===== src/hdl/status_pkg.sv =====
// Status word carried next to every beat.
// Field widths, the beat view, the summary view and their union.

package status_pkg;

    localparam int STATUS_WIDTH     = 24;
    localparam int BEAT_INDEX_WIDTH = 12;
    localparam int BYTE_COUNT_WIDTH = 11;
    localparam int CHECKSUM_WIDTH   = 8;

    // Beats that are not last carry their index within the packet.
    typedef struct packed {
        logic                                       is_summary;
        logic [STATUS_WIDTH-1-BEAT_INDEX_WIDTH-1:0] reserved;
        logic [BEAT_INDEX_WIDTH-1:0]                beat_index;
    } beat_status_t;

    // The last beat carries the summary of the whole packet.
    typedef struct packed {
        logic                                                      is_summary;
        logic [STATUS_WIDTH-1-BYTE_COUNT_WIDTH-CHECKSUM_WIDTH-1:0] reserved;
        logic [BYTE_COUNT_WIDTH-1:0]                               byte_count;
        logic [CHECKSUM_WIDTH-1:0]                                 checksum;
    } summary_status_t;

    // The top bit, is_summary, tells which view applies.
    typedef union packed {
        beat_status_t    beat;
        summary_status_t summary;
    } status_word_u;

endpackage


===== src/hdl/stream_pkg.sv =====
// Stream geometry for the packet status tagger.
// Beat width, side-band width, FIFO depth and the packet length limit.

package stream_pkg;

    // ########################################################################
    // Beat geometry
    // ########################################################################

    // Bytes carried by one beat, and the matching tdata width.
    localparam int DATA_BYTES = 4;
    localparam int DATA_WIDTH = DATA_BYTES * 8;

    // Width of a count of set keep bits in one beat (0 to DATA_BYTES).
    localparam int KEEP_CNT_WIDTH = $clog2(DATA_BYTES + 1);

    // Source error flag, carried through untouched.
    localparam int USER_WIDTH = 1;

    // ########################################################################
    // Buffering and packet limits
    // ########################################################################

    localparam int FIFO_DEPTH = 4;

    // Longest packet the path has to count through.
    localparam int MAX_BEATS      = 256;
    localparam int BEAT_CNT_WIDTH = $clog2(MAX_BEATS);

endpackage

===== src/hdl/packet_status_tagger.sv =====
// Packet status tagger top level.
// Status generator, register slice and output FIFO wired in a chain.

`timescale 1ns/1ps

module packet_status_tagger
    import stream_pkg::*, status_pkg::*;
(
    input  logic                  clock,
    input  logic                  rst_n,
    input  logic [DATA_WIDTH-1:0] s_tdata,
    input  logic [DATA_BYTES-1:0] s_tkeep,
    input  logic                  s_tlast,
    input  logic [USER_WIDTH-1:0] s_tuser,
    input  logic                  s_tvalid,
    output logic                  s_tready,
    output logic [DATA_WIDTH-1:0] m_tdata,
    output logic [DATA_BYTES-1:0] m_tkeep,
    output logic                  m_tlast,
    output logic [USER_WIDTH-1:0] m_tuser,
    output logic                  m_tvalid,
    output status_word_u          m_status,
    input  logic                  m_tready
);

    status_word_u          gen_status;
    status_word_u          slice_status;
    logic [DATA_WIDTH-1:0] slice_tdata;
    logic [DATA_BYTES-1:0] slice_tkeep;
    logic                  slice_tlast;
    logic [USER_WIDTH-1:0] slice_tuser;
    logic                  slice_tvalid;
    logic                  slice_tready;

    // Status for the beat waiting at the input port.
    status_gen u_status_gen (
        .clock         (clock),
        .rst_n         (rst_n),
        .s_tdata       (s_tdata),
        .s_tkeep       (s_tkeep),
        .s_tlast       (s_tlast),
        .s_tvalid      (s_tvalid),
        .s_tready      (s_tready),
        .origin_status (gen_status)
    );

    // Binds the status to its beat; input ready follows the FIFO.
    axis_ex_status u_axis_ex_status (
        .clock          (clock),
        .rst_n          (rst_n),
        .origin_status  (gen_status),
        .binding_status (slice_status),
        .s_tdata        (s_tdata),
        .s_tkeep        (s_tkeep),
        .s_tlast        (s_tlast),
        .s_tuser        (s_tuser),
        .s_tvalid       (s_tvalid),
        .s_tready       (s_tready),
        .m_tdata        (slice_tdata),
        .m_tkeep        (slice_tkeep),
        .m_tlast        (slice_tlast),
        .m_tuser        (slice_tuser),
        .m_tvalid       (slice_tvalid),
        .m_tready       (slice_tready)
    );

    axis_fifo u_axis_fifo (
        .clock    (clock),
        .rst_n    (rst_n),
        .s_tdata  (slice_tdata),
        .s_tkeep  (slice_tkeep),
        .s_tlast  (slice_tlast),
        .s_tuser  (slice_tuser),
        .s_status (slice_status),
        .s_tvalid (slice_tvalid),
        .s_tready (slice_tready),
        .m_tdata  (m_tdata),
        .m_tkeep  (m_tkeep),
        .m_tlast  (m_tlast),
        .m_tuser  (m_tuser),
        .m_status (m_status),
        .m_tvalid (m_tvalid),
        .m_tready (m_tready)
    );

endmodule


===== src/hdl/axis_fifo.sv =====
// Small synchronous FIFO for AXI-stream beats plus their status word.
// Register array storage, read and write pointers, occupancy count.

`timescale 1ns/1ps

module axis_fifo
    import stream_pkg::*, status_pkg::*;
(
    input  logic                  clock,
    input  logic                  rst_n,
    input  logic [DATA_WIDTH-1:0] s_tdata,
    input  logic [DATA_BYTES-1:0] s_tkeep,
    input  logic                  s_tlast,
    input  logic [USER_WIDTH-1:0] s_tuser,
    input  status_word_u          s_status,
    input  logic                  s_tvalid,
    output logic                  s_tready,
    output logic [DATA_WIDTH-1:0] m_tdata,
    output logic [DATA_BYTES-1:0] m_tkeep,
    output logic                  m_tlast,
    output logic [USER_WIDTH-1:0] m_tuser,
    output status_word_u          m_status,
    output logic                  m_tvalid,
    input  logic                  m_tready
);

    localparam int PTR_WIDTH = $clog2(FIFO_DEPTH);
    localparam int CNT_WIDTH = $clog2(FIFO_DEPTH + 1);

    logic [DATA_WIDTH-1:0] data_mem   [FIFO_DEPTH];
    logic [DATA_BYTES-1:0] keep_mem   [FIFO_DEPTH];
    logic                  last_mem   [FIFO_DEPTH];
    logic [USER_WIDTH-1:0] user_mem   [FIFO_DEPTH];
    status_word_u          status_mem [FIFO_DEPTH];

    logic [PTR_WIDTH-1:0]  wr_ptr;
    logic [PTR_WIDTH-1:0]  rd_ptr;
    logic [CNT_WIDTH-1:0]  count;
    logic                  wr_en;
    logic                  rd_en;

    assign s_tready = (count != CNT_WIDTH'(FIFO_DEPTH));
    assign m_tvalid = (count != '0);
    assign wr_en    = s_tvalid && s_tready;
    assign rd_en    = m_tvalid && m_tready;

    // The head entry is always on the output.
    assign m_tdata  = data_mem[rd_ptr];
    assign m_tkeep  = keep_mem[rd_ptr];
    assign m_tlast  = last_mem[rd_ptr];
    assign m_tuser  = user_mem[rd_ptr];
    assign m_status = status_mem[rd_ptr];

    // ########################################################################
    // Storage
    // ########################################################################

    always_ff @(posedge clock or negedge rst_n) begin
        if (!rst_n) begin
            for (int i = 0; i < FIFO_DEPTH; i++) begin
                data_mem[i]   <= '0;
                keep_mem[i]   <= '0;
                last_mem[i]   <= 1'b0;
                user_mem[i]   <= '0;
                status_mem[i] <= '0;
            end
        end else if (wr_en) begin
            data_mem[wr_ptr]   <= s_tdata;
            keep_mem[wr_ptr]   <= s_tkeep;
            last_mem[wr_ptr]   <= s_tlast;
            user_mem[wr_ptr]   <= s_tuser;
            status_mem[wr_ptr] <= s_status;
        end
    end

    // ########################################################################
    // Pointers and occupancy
    // ########################################################################

    // A write and a read on the same edge leave the count unchanged.
    always_ff @(posedge clock or negedge rst_n) begin
        if (!rst_n) begin
            wr_ptr <= '0;
            rd_ptr <= '0;
            count  <= '0;
        end else begin
            if (wr_en) begin
                wr_ptr <= (wr_ptr == PTR_WIDTH'(FIFO_DEPTH - 1)) ? '0 : wr_ptr + PTR_WIDTH'(1);
            end
            if (rd_en) begin
                rd_ptr <= (rd_ptr == PTR_WIDTH'(FIFO_DEPTH - 1)) ? '0 : rd_ptr + PTR_WIDTH'(1);
            end
            if (wr_en && !rd_en) begin
                count <= count + CNT_WIDTH'(1);
            end else if (rd_en && !wr_en) begin
                count <= count - CNT_WIDTH'(1);
            end
        end
    end

endmodule


===== src/hdl/axis_ex_status.sv =====
// One-stage AXI-stream register slice.
// Captures a beat together with its status word so both leave in the
// same cycle, and holds them until the downstream handshake.

`timescale 1ns/1ps

module axis_ex_status
    import stream_pkg::*, status_pkg::*;
(
    input  logic                  clock,
    input  logic                  rst_n,
    input  status_word_u          origin_status,
    output status_word_u          binding_status,
    // Upstream side.
    input  logic [DATA_WIDTH-1:0] s_tdata,
    input  logic [DATA_BYTES-1:0] s_tkeep,
    input  logic                  s_tlast,
    input  logic [USER_WIDTH-1:0] s_tuser,
    input  logic                  s_tvalid,
    output logic                  s_tready,
    // Downstream side.
    output logic [DATA_WIDTH-1:0] m_tdata,
    output logic [DATA_BYTES-1:0] m_tkeep,
    output logic                  m_tlast,
    output logic [USER_WIDTH-1:0] m_tuser,
    output logic                  m_tvalid,
    input  logic                  m_tready
);

    logic in_xfer;
    logic out_xfer;

    // Ready comes straight from downstream, so a new beat is only taken
    // when the held one can leave on the same edge.
    assign s_tready = m_tready;

    assign in_xfer  = s_tvalid && s_tready;
    assign out_xfer = m_tvalid && m_tready;

    // ########################################################################
    // Valid flag
    // ########################################################################

    always_ff @(posedge clock or negedge rst_n) begin
        if (!rst_n) begin
            m_tvalid <= 1'b0;
        end else if (in_xfer) begin
            m_tvalid <= 1'b1;
        end else if (out_xfer) begin
            m_tvalid <= 1'b0;
        end
    end

    // ########################################################################
    // Beat and status
    // ########################################################################

    // A beat that leaves with nothing behind it leaves zeros in the stage.
    always_ff @(posedge clock or negedge rst_n) begin
        if (!rst_n) begin
            m_tdata        <= '0;
            m_tkeep        <= '0;
            m_tlast        <= 1'b0;
            m_tuser        <= '0;
            binding_status <= '0;
        end else if (in_xfer) begin
            m_tdata        <= s_tdata;
            m_tkeep        <= s_tkeep;
            m_tlast        <= s_tlast;
            m_tuser        <= s_tuser;
            binding_status <= origin_status;
        end else if (out_xfer) begin
            m_tdata        <= '0;
            m_tkeep        <= '0;
            m_tlast        <= 1'b0;
            m_tuser        <= '0;
            binding_status <= '0;
        end
    end

endmodule


===== src/hdl/status_gen.sv =====
// Status word generator.
// Tracks beat index, byte count and XOR checksum of the open packet and
// builds the status word for the beat that is presented right now.

`timescale 1ns/1ps

module status_gen
    import stream_pkg::*, status_pkg::*;
(
    input  logic                  clock,
    input  logic                  rst_n,
    input  logic [DATA_WIDTH-1:0] s_tdata,
    input  logic [DATA_BYTES-1:0] s_tkeep,
    input  logic                  s_tlast,
    input  logic                  s_tvalid,
    input  logic                  s_tready,
    output status_word_u          origin_status
);

    logic [BEAT_CNT_WIDTH-1:0]   beat_cnt;
    logic [BYTE_COUNT_WIDTH-1:0] byte_total;
    logic [CHECKSUM_WIDTH-1:0]   csum_total;
    logic [KEEP_CNT_WIDTH-1:0]   beat_bytes;
    logic [CHECKSUM_WIDTH-1:0]   beat_csum;
    logic [BYTE_COUNT_WIDTH-1:0] byte_next;
    logic [CHECKSUM_WIDTH-1:0]   csum_next;
    logic                        in_xfer;

    assign in_xfer = s_tvalid && s_tready;

    // ########################################################################
    // Contribution of the current beat
    // ########################################################################

    always_comb begin : beat_fold
        beat_bytes = '0;
        beat_csum  = '0;
        for (int i = 0; i < DATA_BYTES; i++) begin
            if (s_tkeep[i]) begin
                beat_bytes = beat_bytes + KEEP_CNT_WIDTH'(1);
                beat_csum  = beat_csum ^ s_tdata[i*8 +: 8];
            end
        end
    end

    // Packet totals including this beat, used by the summary view.
    assign byte_next = byte_total + BYTE_COUNT_WIDTH'(beat_bytes);
    assign csum_next = csum_total ^ beat_csum;

    // ########################################################################
    // Status word for the presented beat
    // ########################################################################

    always_comb begin : status_build
        origin_status = '0;
        if (s_tlast) begin
            origin_status.summary.is_summary = 1'b1;
            origin_status.summary.byte_count = byte_next;
            origin_status.summary.checksum   = csum_next;
        end else begin
            origin_status.beat.is_summary = 1'b0;
            origin_status.beat.beat_index = BEAT_INDEX_WIDTH'(beat_cnt);
        end
    end

    // ########################################################################
    // Running packet state
    // ########################################################################

    // The totals move only on a transfer and start over after the last beat.
    always_ff @(posedge clock or negedge rst_n) begin
        if (!rst_n) begin
            beat_cnt   <= '0;
            byte_total <= '0;
            csum_total <= '0;
        end else if (in_xfer) begin
            if (s_tlast) begin
                beat_cnt   <= '0;
                byte_total <= '0;
                csum_total <= '0;
            end else begin
                beat_cnt   <= beat_cnt + BEAT_CNT_WIDTH'(1);
                byte_total <= byte_next;
                csum_total <= csum_next;
            end
        end
    end

endmodule


===== config.mk =====
export PLATFORM = sky130hd
export DESIGN_NAME = packet_status_tagger
export DESIGN_NICKNAME = d
export VERILOG_FILES = /design/src/hdl/status_pkg.sv /design/src/hdl/stream_pkg.sv /design/src/hdl/packet_status_tagger.sv /design/src/hdl/axis_fifo.sv /design/src/hdl/axis_ex_status.sv /design/src/hdl/status_gen.sv
export SDC_FILE = /design/constraint.sdc
export NUM_CORES = 1
export LEC_CHECK = 0
export BUFFER_PORTS_ARGS = -buffer_cell sky130_fd_sc_hd__buf_2
export CAP_MARGIN = 25
export CORE_MARGIN = 5
export CORE_UTILIZATION = 50
export CTS_BUF_LIST = sky130_fd_sc_hd__clkbuf_2 sky130_fd_sc_hd__clkbuf_4 sky130_fd_sc_hd__clkbuf_8
export CTS_CLUSTER_DIAMETER = 30
export DETAILED_ROUTE_END_ITERATION = 8
export GPL_TIMING_DRIVEN = 1
export PLACE_DENSITY_LB_ADDON = 0.25
export RECOVER_POWER = 100
export SLEW_MARGIN = 15
export SYNTH_ARGS = -nofsm -noshare
export SYNTH_HDL_FRONTEND = slang
export SYNTH_SLANG_ARGS = --single-unit

===== constraint.sdc =====
create_clock -name clock -period 2.5 [get_ports clock]
set_input_delay 0.625 -clock clock [delete_from_list [all_inputs] [get_ports clock]]
set_output_delay 0.625 -clock clock [all_outputs]
set_load 0.01 [all_outputs]

# After elaboration in Yosys (flattened, before gate mapping)
# Index checks and enable logic that the tools add are counted.
[totals]
ramBits = 0
out_inout_bits = 64
reg_bits = 345
memories = 0
input_bits = 42
word_cells = 120
latchBits = 0
romBits = 0
[op_classes]
reduce_logical = 11
div = 0
add_sub_neg = 9
n_shift = 0
n_eq_ne = 3
n_lt_le_gt_ge = 3
multipliers = 0
mux = 56
n_bitwise = 6
[op_table]
columns = ["operator", "count"]
rows = [
  ["two-way mux 32 bit", 5],
  ["bitwise mux 128 bit", 1],
  ["two-way mux 24 bit", 5],
  ["bitwise mux 96 bit", 1],
  ["binary-select mux 32 bit (select 2 bit)", 1],
  ["demux 32 bit (select 2 bit)", 1],
  ["binary-select mux 24 bit (select 2 bit)", 1],
  ["demux 24 bit (select 2 bit)", 1],
  ["two-way mux 8 bit", 6],
  ["bitwise XOR 8 bit", 4],
  ["two-way mux 4 bit", 5],
  ["bitwise mux 16 bit", 1],
  ["two-way mux 3 bit", 5],
  ["adder 3 x 1 -> 3 bit, second input constant", 4],
  ["two-way mux 12 bit", 1],
  ["adder 11 x 3 -> 11 bit", 1],
  ["two-way mux 1 bit", 11],
  ["two-way mux 11 bit", 1],
  ["adder 8 x 1 -> 8 bit, second input constant", 1],
  ["binary-select mux 4 bit (select 2 bit)", 1],
  ["bitwise mux 4 bit", 2],
  ["demux 4 bit (select 2 bit)", 1],
  ["two-way mux 7 bit", 1],
  [">= comparator 3 bit, second input constant", 2],
  ["other kinds (13)", 25],
]

# Longest topological paths before layout
[depth]
ltp_word = 10
depth_mapped = 13
ltp_nobuf = 12

# Modules after synthesis
# A second synthesis with hierarchy kept.
[unflattened]
cells_unflattened = 1061
area_unflattened_um2 = 15864.0
[modules_own_cells]
columns = ["module", "cells_per_inst", "seq_area_each_um2", "area_per_inst_um2", "instances"]
rows = [
  ["axis_fifo", 637, 6381.1, 11239.5, 1],
  ["status_gen", 282, 675.6, 2313.5, 1],
  ["axis_ex_status", 142, 1576.5, 2311.0, 1],
]

# Worst setup path before layout
# Ideal clock, no wire load.
[synth_path]
path_type = "input to register"
startpoint = "input s_tkeep[1]"
endpoint = "register u_status_gen.byte_total[9]"
setup_time_ps = 135
t_required_ps = 2365
arrival_time_ps = 3258
stages = 12
n_path_buf = 1
path_slack_ps = -892
cell_sequence = "clkbuf_1 inv_1 ha_1 xor2_1 ha_1 mux2_2 ha_1 a21o_1 a21oi_1 nor4b_1 mux2i_1 o21ai_0"
[synth_between]
elab_chain_cells = 7
[synth_rtl]
columns = ["item", "line", "text"]
rows = [
  ["from (decl)", "packet_status_tagger.sv:12", "input logic [DATA_BYTES-1:0] s_tkeep,"],
  ["two-way mux 3 bit *", "status_gen.sv:39", "if (s_tkeep[i]) begin"],
  ["adder 3 x 1 -> 3 bit", "status_gen.sv:40", "beat_bytes = beat_bytes + KEEP_CNT_WIDTH'(1);"],
  ["two-way mux 3 bit *", "status_gen.sv:39", ""],
  ["adder 3 x 1 -> 3 bit", "status_gen.sv:40", ""],
  ["two-way mux 3 bit *", "status_gen.sv:39", ""],
  ["adder 11 x 3 -> 11 bit *", "status_gen.sv:47", "assign byte_next = byte_total + BYTE_COUNT_WIDTH'(beat_bytes);"],
  ["two-way mux 11 bit *", "status_gen.sv:77", "if (s_tlast) begin"],
  ["to (signal assigned)", "status_gen.sv:83", "byte_total <= byte_next;"],
  ["to (decl)", "status_gen.sv:21", "logic [BYTE_COUNT_WIDTH-1:0] byte_total;"],
]
# Mark *: on every way between the ends. The rest lies on a longest branch, timed or not.
# A chain may end at the register's enable or synchronous reset.

# Worst setup path after layout
[layout_path]
startpoint = "register u_axis_fifo.rd_ptr[0]"
endpoint = "output m_tdata[31]"
[layout_between]
elab_chain_cells = 4
[layout_rtl]
columns = ["item", "line", "text"]
rows = [
  ["from (decl)", "axis_fifo.sv:37", "logic [PTR_WIDTH-1:0] rd_ptr;"],
  ["from (signal assigned)", "axis_fifo.sv:91", "rd_ptr <= (rd_ptr == PTR_WIDTH'(FIFO_DEPTH - 1)) ? '0 : rd_ptr + PTR_WIDTH'(1);"],
  ["inverter 2 -> 3 bit (implied by the code)", "axis_fifo.sv:48", "assign m_tdata = data_mem[rd_ptr];"],
  ["binary-select mux 32 bit (select 2 bit)", "axis_fifo.sv:48", ""],
  ["two-way mux 32 bit (implied by the code) (2 in series)", "axis_fifo.sv:48", ""],
  ["to (decl)", "packet_status_tagger.sv:17", "output logic [DATA_WIDTH-1:0] m_tdata,"],
]
# No other way between the ends. The select of a mux whose other input is x is not followed.

==> results.toml <==
[sta]
max_freq_ghz = 0.376
setup_tns_ps = -7560
setup_viol = 67
rsz0062_at_grt = "true"
finClkSkew_ps = 18.0
worstMarginPinSlew_ps = 966
hold_viol = 0
finalCritPeriodShare_pct = 106
hold_slack_ps = 289
min_period_ps = 2660
slew_violations = 0
setup_ws_ps = -162
slew_headroom_pct = 35.6

[critical_path]
worstSetupEndpointType = "output port"
startpoint_type = "flip-flop"
r2r_slack_ps = 30
path_buf_inv = 3
crit_path_max_fanout = 7
crit_chain = "buf_12 -> buf_16 -> mux4_2 -> buf_6"
cp.required_ps = 1880
cp_top_family = "multiplexers"
critPathArrivalTime_ps = 2040
max_stage_delay_ps = 550
slowest_stage = "mux4_2"
critPathKind = "flip-flop to output port"

[layout]
drive_gt1_share_pct = 47.3
post-route-util_pct = 60.9
nFillCells = 2304
area_growth_pct = 19.7
fin_area_sq_um = 18100
regArea_sq_um = 8010
multi_input_area_sq_um = 6430
layout.nets = 1229

[die]
die_width_microns = 184
dieHeight_microns = 184
pin_count = 106
die-area_sq_um = 33900
initial_utilization_pct = 50.8
rows = 63
core_sq_um = 29800

[place]
io_buffers = 101
place_hpwl_microns = 21700
placedInstanceArea_sq_um = 16200
gp_congestion = 0.801

[hold_path]
hold_path_class = "primary input to flip-flop"

[yosys]
synth_compound_area_share_pct = 4.22
synthTopCellsByCount = "320 x dfrtp_1, 120 x mux2_4, 116 x mux2_2, 81 x nand2_1, 57 x mux4_2"
ys_seq_area_share_pct = 52.9
synth-edff-count = 0
yosysTopAreaCell = "dfrtp_1"
synth_ff_type = "dfrtp_1"
synth_top_family_by_area = "multiplexers"
ys_seq_elements = 320
avgSynthCellArea_sq_um = 15.2
synthAdderAreaFrac_pct = 1.42
synth-warning-count = 0
synth_cells = 994
synth_xor_xnor_area_share_pct = 2.98
synthArstFlopShare_pct = 100
synth_top_area_share_pct = 52.9
ys_types = 46
post-synth-top-count-cell = "dfrtp_1"
synth_area_leaders = "dfrtp_1 53%, mux2_4 12%, mux2_2 8.6%"
synth_mux_area_share_pct = 29.6
synth_simple_gate_area_share_pct = 4.34
syn-cell-area_sq_um = 15200

[global_routing]
antenna_found_initial = 1
grt_pass1_wl_microns = 55500
grt_usage_pct = 20.8
grt-ovfl-total = 0
grt_max_degree = 57
first_global_vias = 9795

[power_and_ir_drop]
total_power_mw = 24.3
p_per_area_nw_per_um2 = 1340
ir_drop_v = 0.000876
leakagePower_nw = 8.80

[cts]
htreeDepth = 3
clk_pin_slew_ps = 50
clockRootBuffer = "clkbuf_8"
clkSinkCount = 320
numCtsBuffers = 75
cts.path.max_buffers = 3
cts_tree = "done"
worstSkewPairLatency_ps = 580

[route]
vias = 8969
avgViaCountPerCell = 5.54
drtAntennaViolNets = 0
drtIter0Drc = 474
wl_microns = 34600
wire_per_inst_microns = 21.4
drc = 0
drtPass1Iterations = 4

[job]
max-cap-violations = 0

[run_status]
violations = "setup timing"
status = "complete, but fails checks"
worst paths after layout:
check / startpoint / endpoint / depth (start not counted)
max: u_axis_fifo.rd_ptr[0]$_DFFE_PN0P_ / m_tdata[31] / 4
min: s_tuser / u_axis_ex_status.m_tuser$_DFFE_PN0P_ / 2
max reg2reg: u_axis_fifo.count[0]$_DFFE_PN0P_ / u_axis_fifo.count[1]$_DFFE_PN0P_ / 7
min reg2reg: u_axis_fifo.count[2]$_DFFE_PN0P_ / u_axis_fifo.count[2]$_DFFE_PN0P_ / 1
max in group asynchronous: rst_n / u_axis_fifo.data_mem[72]$_DFFE_PN0P_ / 3
min in group asynchronous: rst_n / u_axis_fifo.data_mem[119]$_DFFE_PN0P_ / 2
worst register-to-register path, delay by kind of cell (launching register included):
kind,cells,cell delay (ps)
mux,1,260
flops,1,430
simple gates,2,830
buf+inv,2,180
fa+ha+maj,2,660
cells in the final DEF (no fill, tap or decap), types with 4 or more instances in the layout:
cell	count
conb_1	4
or3_1	4
clkbuf_1	5
buf_8	7
a21oi_1	8
inv_6	4
buf_4	26
clkinv_2	15
clkinvlp_4	10
o31ai_1	5
nand2_1	84
a22o_1	35
mux2_2	115
buf_6	44
o21ai_1	8
clkbuf_2	4
buf_12	7
o21ai_0	27
nor2_1	5
dfrtp_1	318
xnor2_1	17
inv_1	12
clkbuf_4	20
clkbuf_8	84
nor3_1	10
nand3_1	14
buf_16	5
buf_2	60
o22ai_1	4
ha_1	11
bufinv_16	6
mux2_1	29
mux2_4	92
mux4_2	57
xnor3_1	8
mux2i_1	8
xor2_1	14
nand3b_1	6
flip-flops by register name, summed over array words and instances, names as in the netlist:
| name | count |
|---|---|
| u_axis_fifo.status_mem | 76 |
| u_status_gen.byte_total | 11 |
| u_axis_fifo.keep_mem | 16 |
| u_axis_ex_status.binding_status | 20 |
| u_axis_fifo.data_mem | 128 |
| u_axis_fifo.last_mem | 4 |
| u_axis_fifo.rd_ptr | 2 |
| u_status_gen.beat_cnt | 8 |
| u_axis_ex_status.m_tkeep | 4 |
| u_axis_fifo.wr_ptr | 2 |
| u_axis_ex_status.m_tvalid | 1 |
| u_axis_fifo.user_mem | 4 |
| u_axis_ex_status.m_tuser | 1 |
| u_status_gen.csum_total | 8 |
| u_axis_ex_status.m_tdata | 32 |
| u_axis_fifo.count | 3 |
cell families (layout without fill, tap and decap cells):
kind of cell	after synthesis	count (layout)
xor+xnor	39	39
buf+inv	84	316
flops	320	320
compound gates	95	95
simple gates	137	137
mux	302	302
other cells	1	5
fa+ha+maj	16	16
metrics by stage:
step                      instances  setup slack [ps]
after floorplan                 997              -347
after global placement         1469              -498
after detailed placement       1469              -600
after global routing           1619              -247
after CTS                      1616              -212
final                          1620              -162
final cells by class:
class                      count  area share (%)
sequential                   320            44.2
multi-input combinational    593            35.5
timing repair buffer         166            8.13
clock buffer                  97            6.91
tap                          390            2.69
clock inverter                38            2.23
inverter                      15           0.379
antenna                        1          0.0138
layer usage:
layer / track usage [%] / up-vias / wire [microns]
li1: - / 3967 / -
met1: 30.1 / 4722 / 15500
met2: 32.6 / 218 / 16600
met3: 3.66 / 60 / 1770
met4: 6.12 / 2 / 648
met5: 0 / - / 11
power by group:
part           internal, mW  total (mW)  switching [mW]
logic                  5.42        9.32            3.90
clock network          3.96        6.52            2.55
registers              7.11        8.50            1.39
timing repair:
action	4_1_cts	5_1_grt
setup endpoints to repair	59	69
gates resized for setup	44	24
hold buffers	1	0
hold endpoints to repair	31	0
gates cloned	3	0
pin swaps	0	5
setup buffers	8	3
No activity file was read; power rests on OpenSTA's default activity.
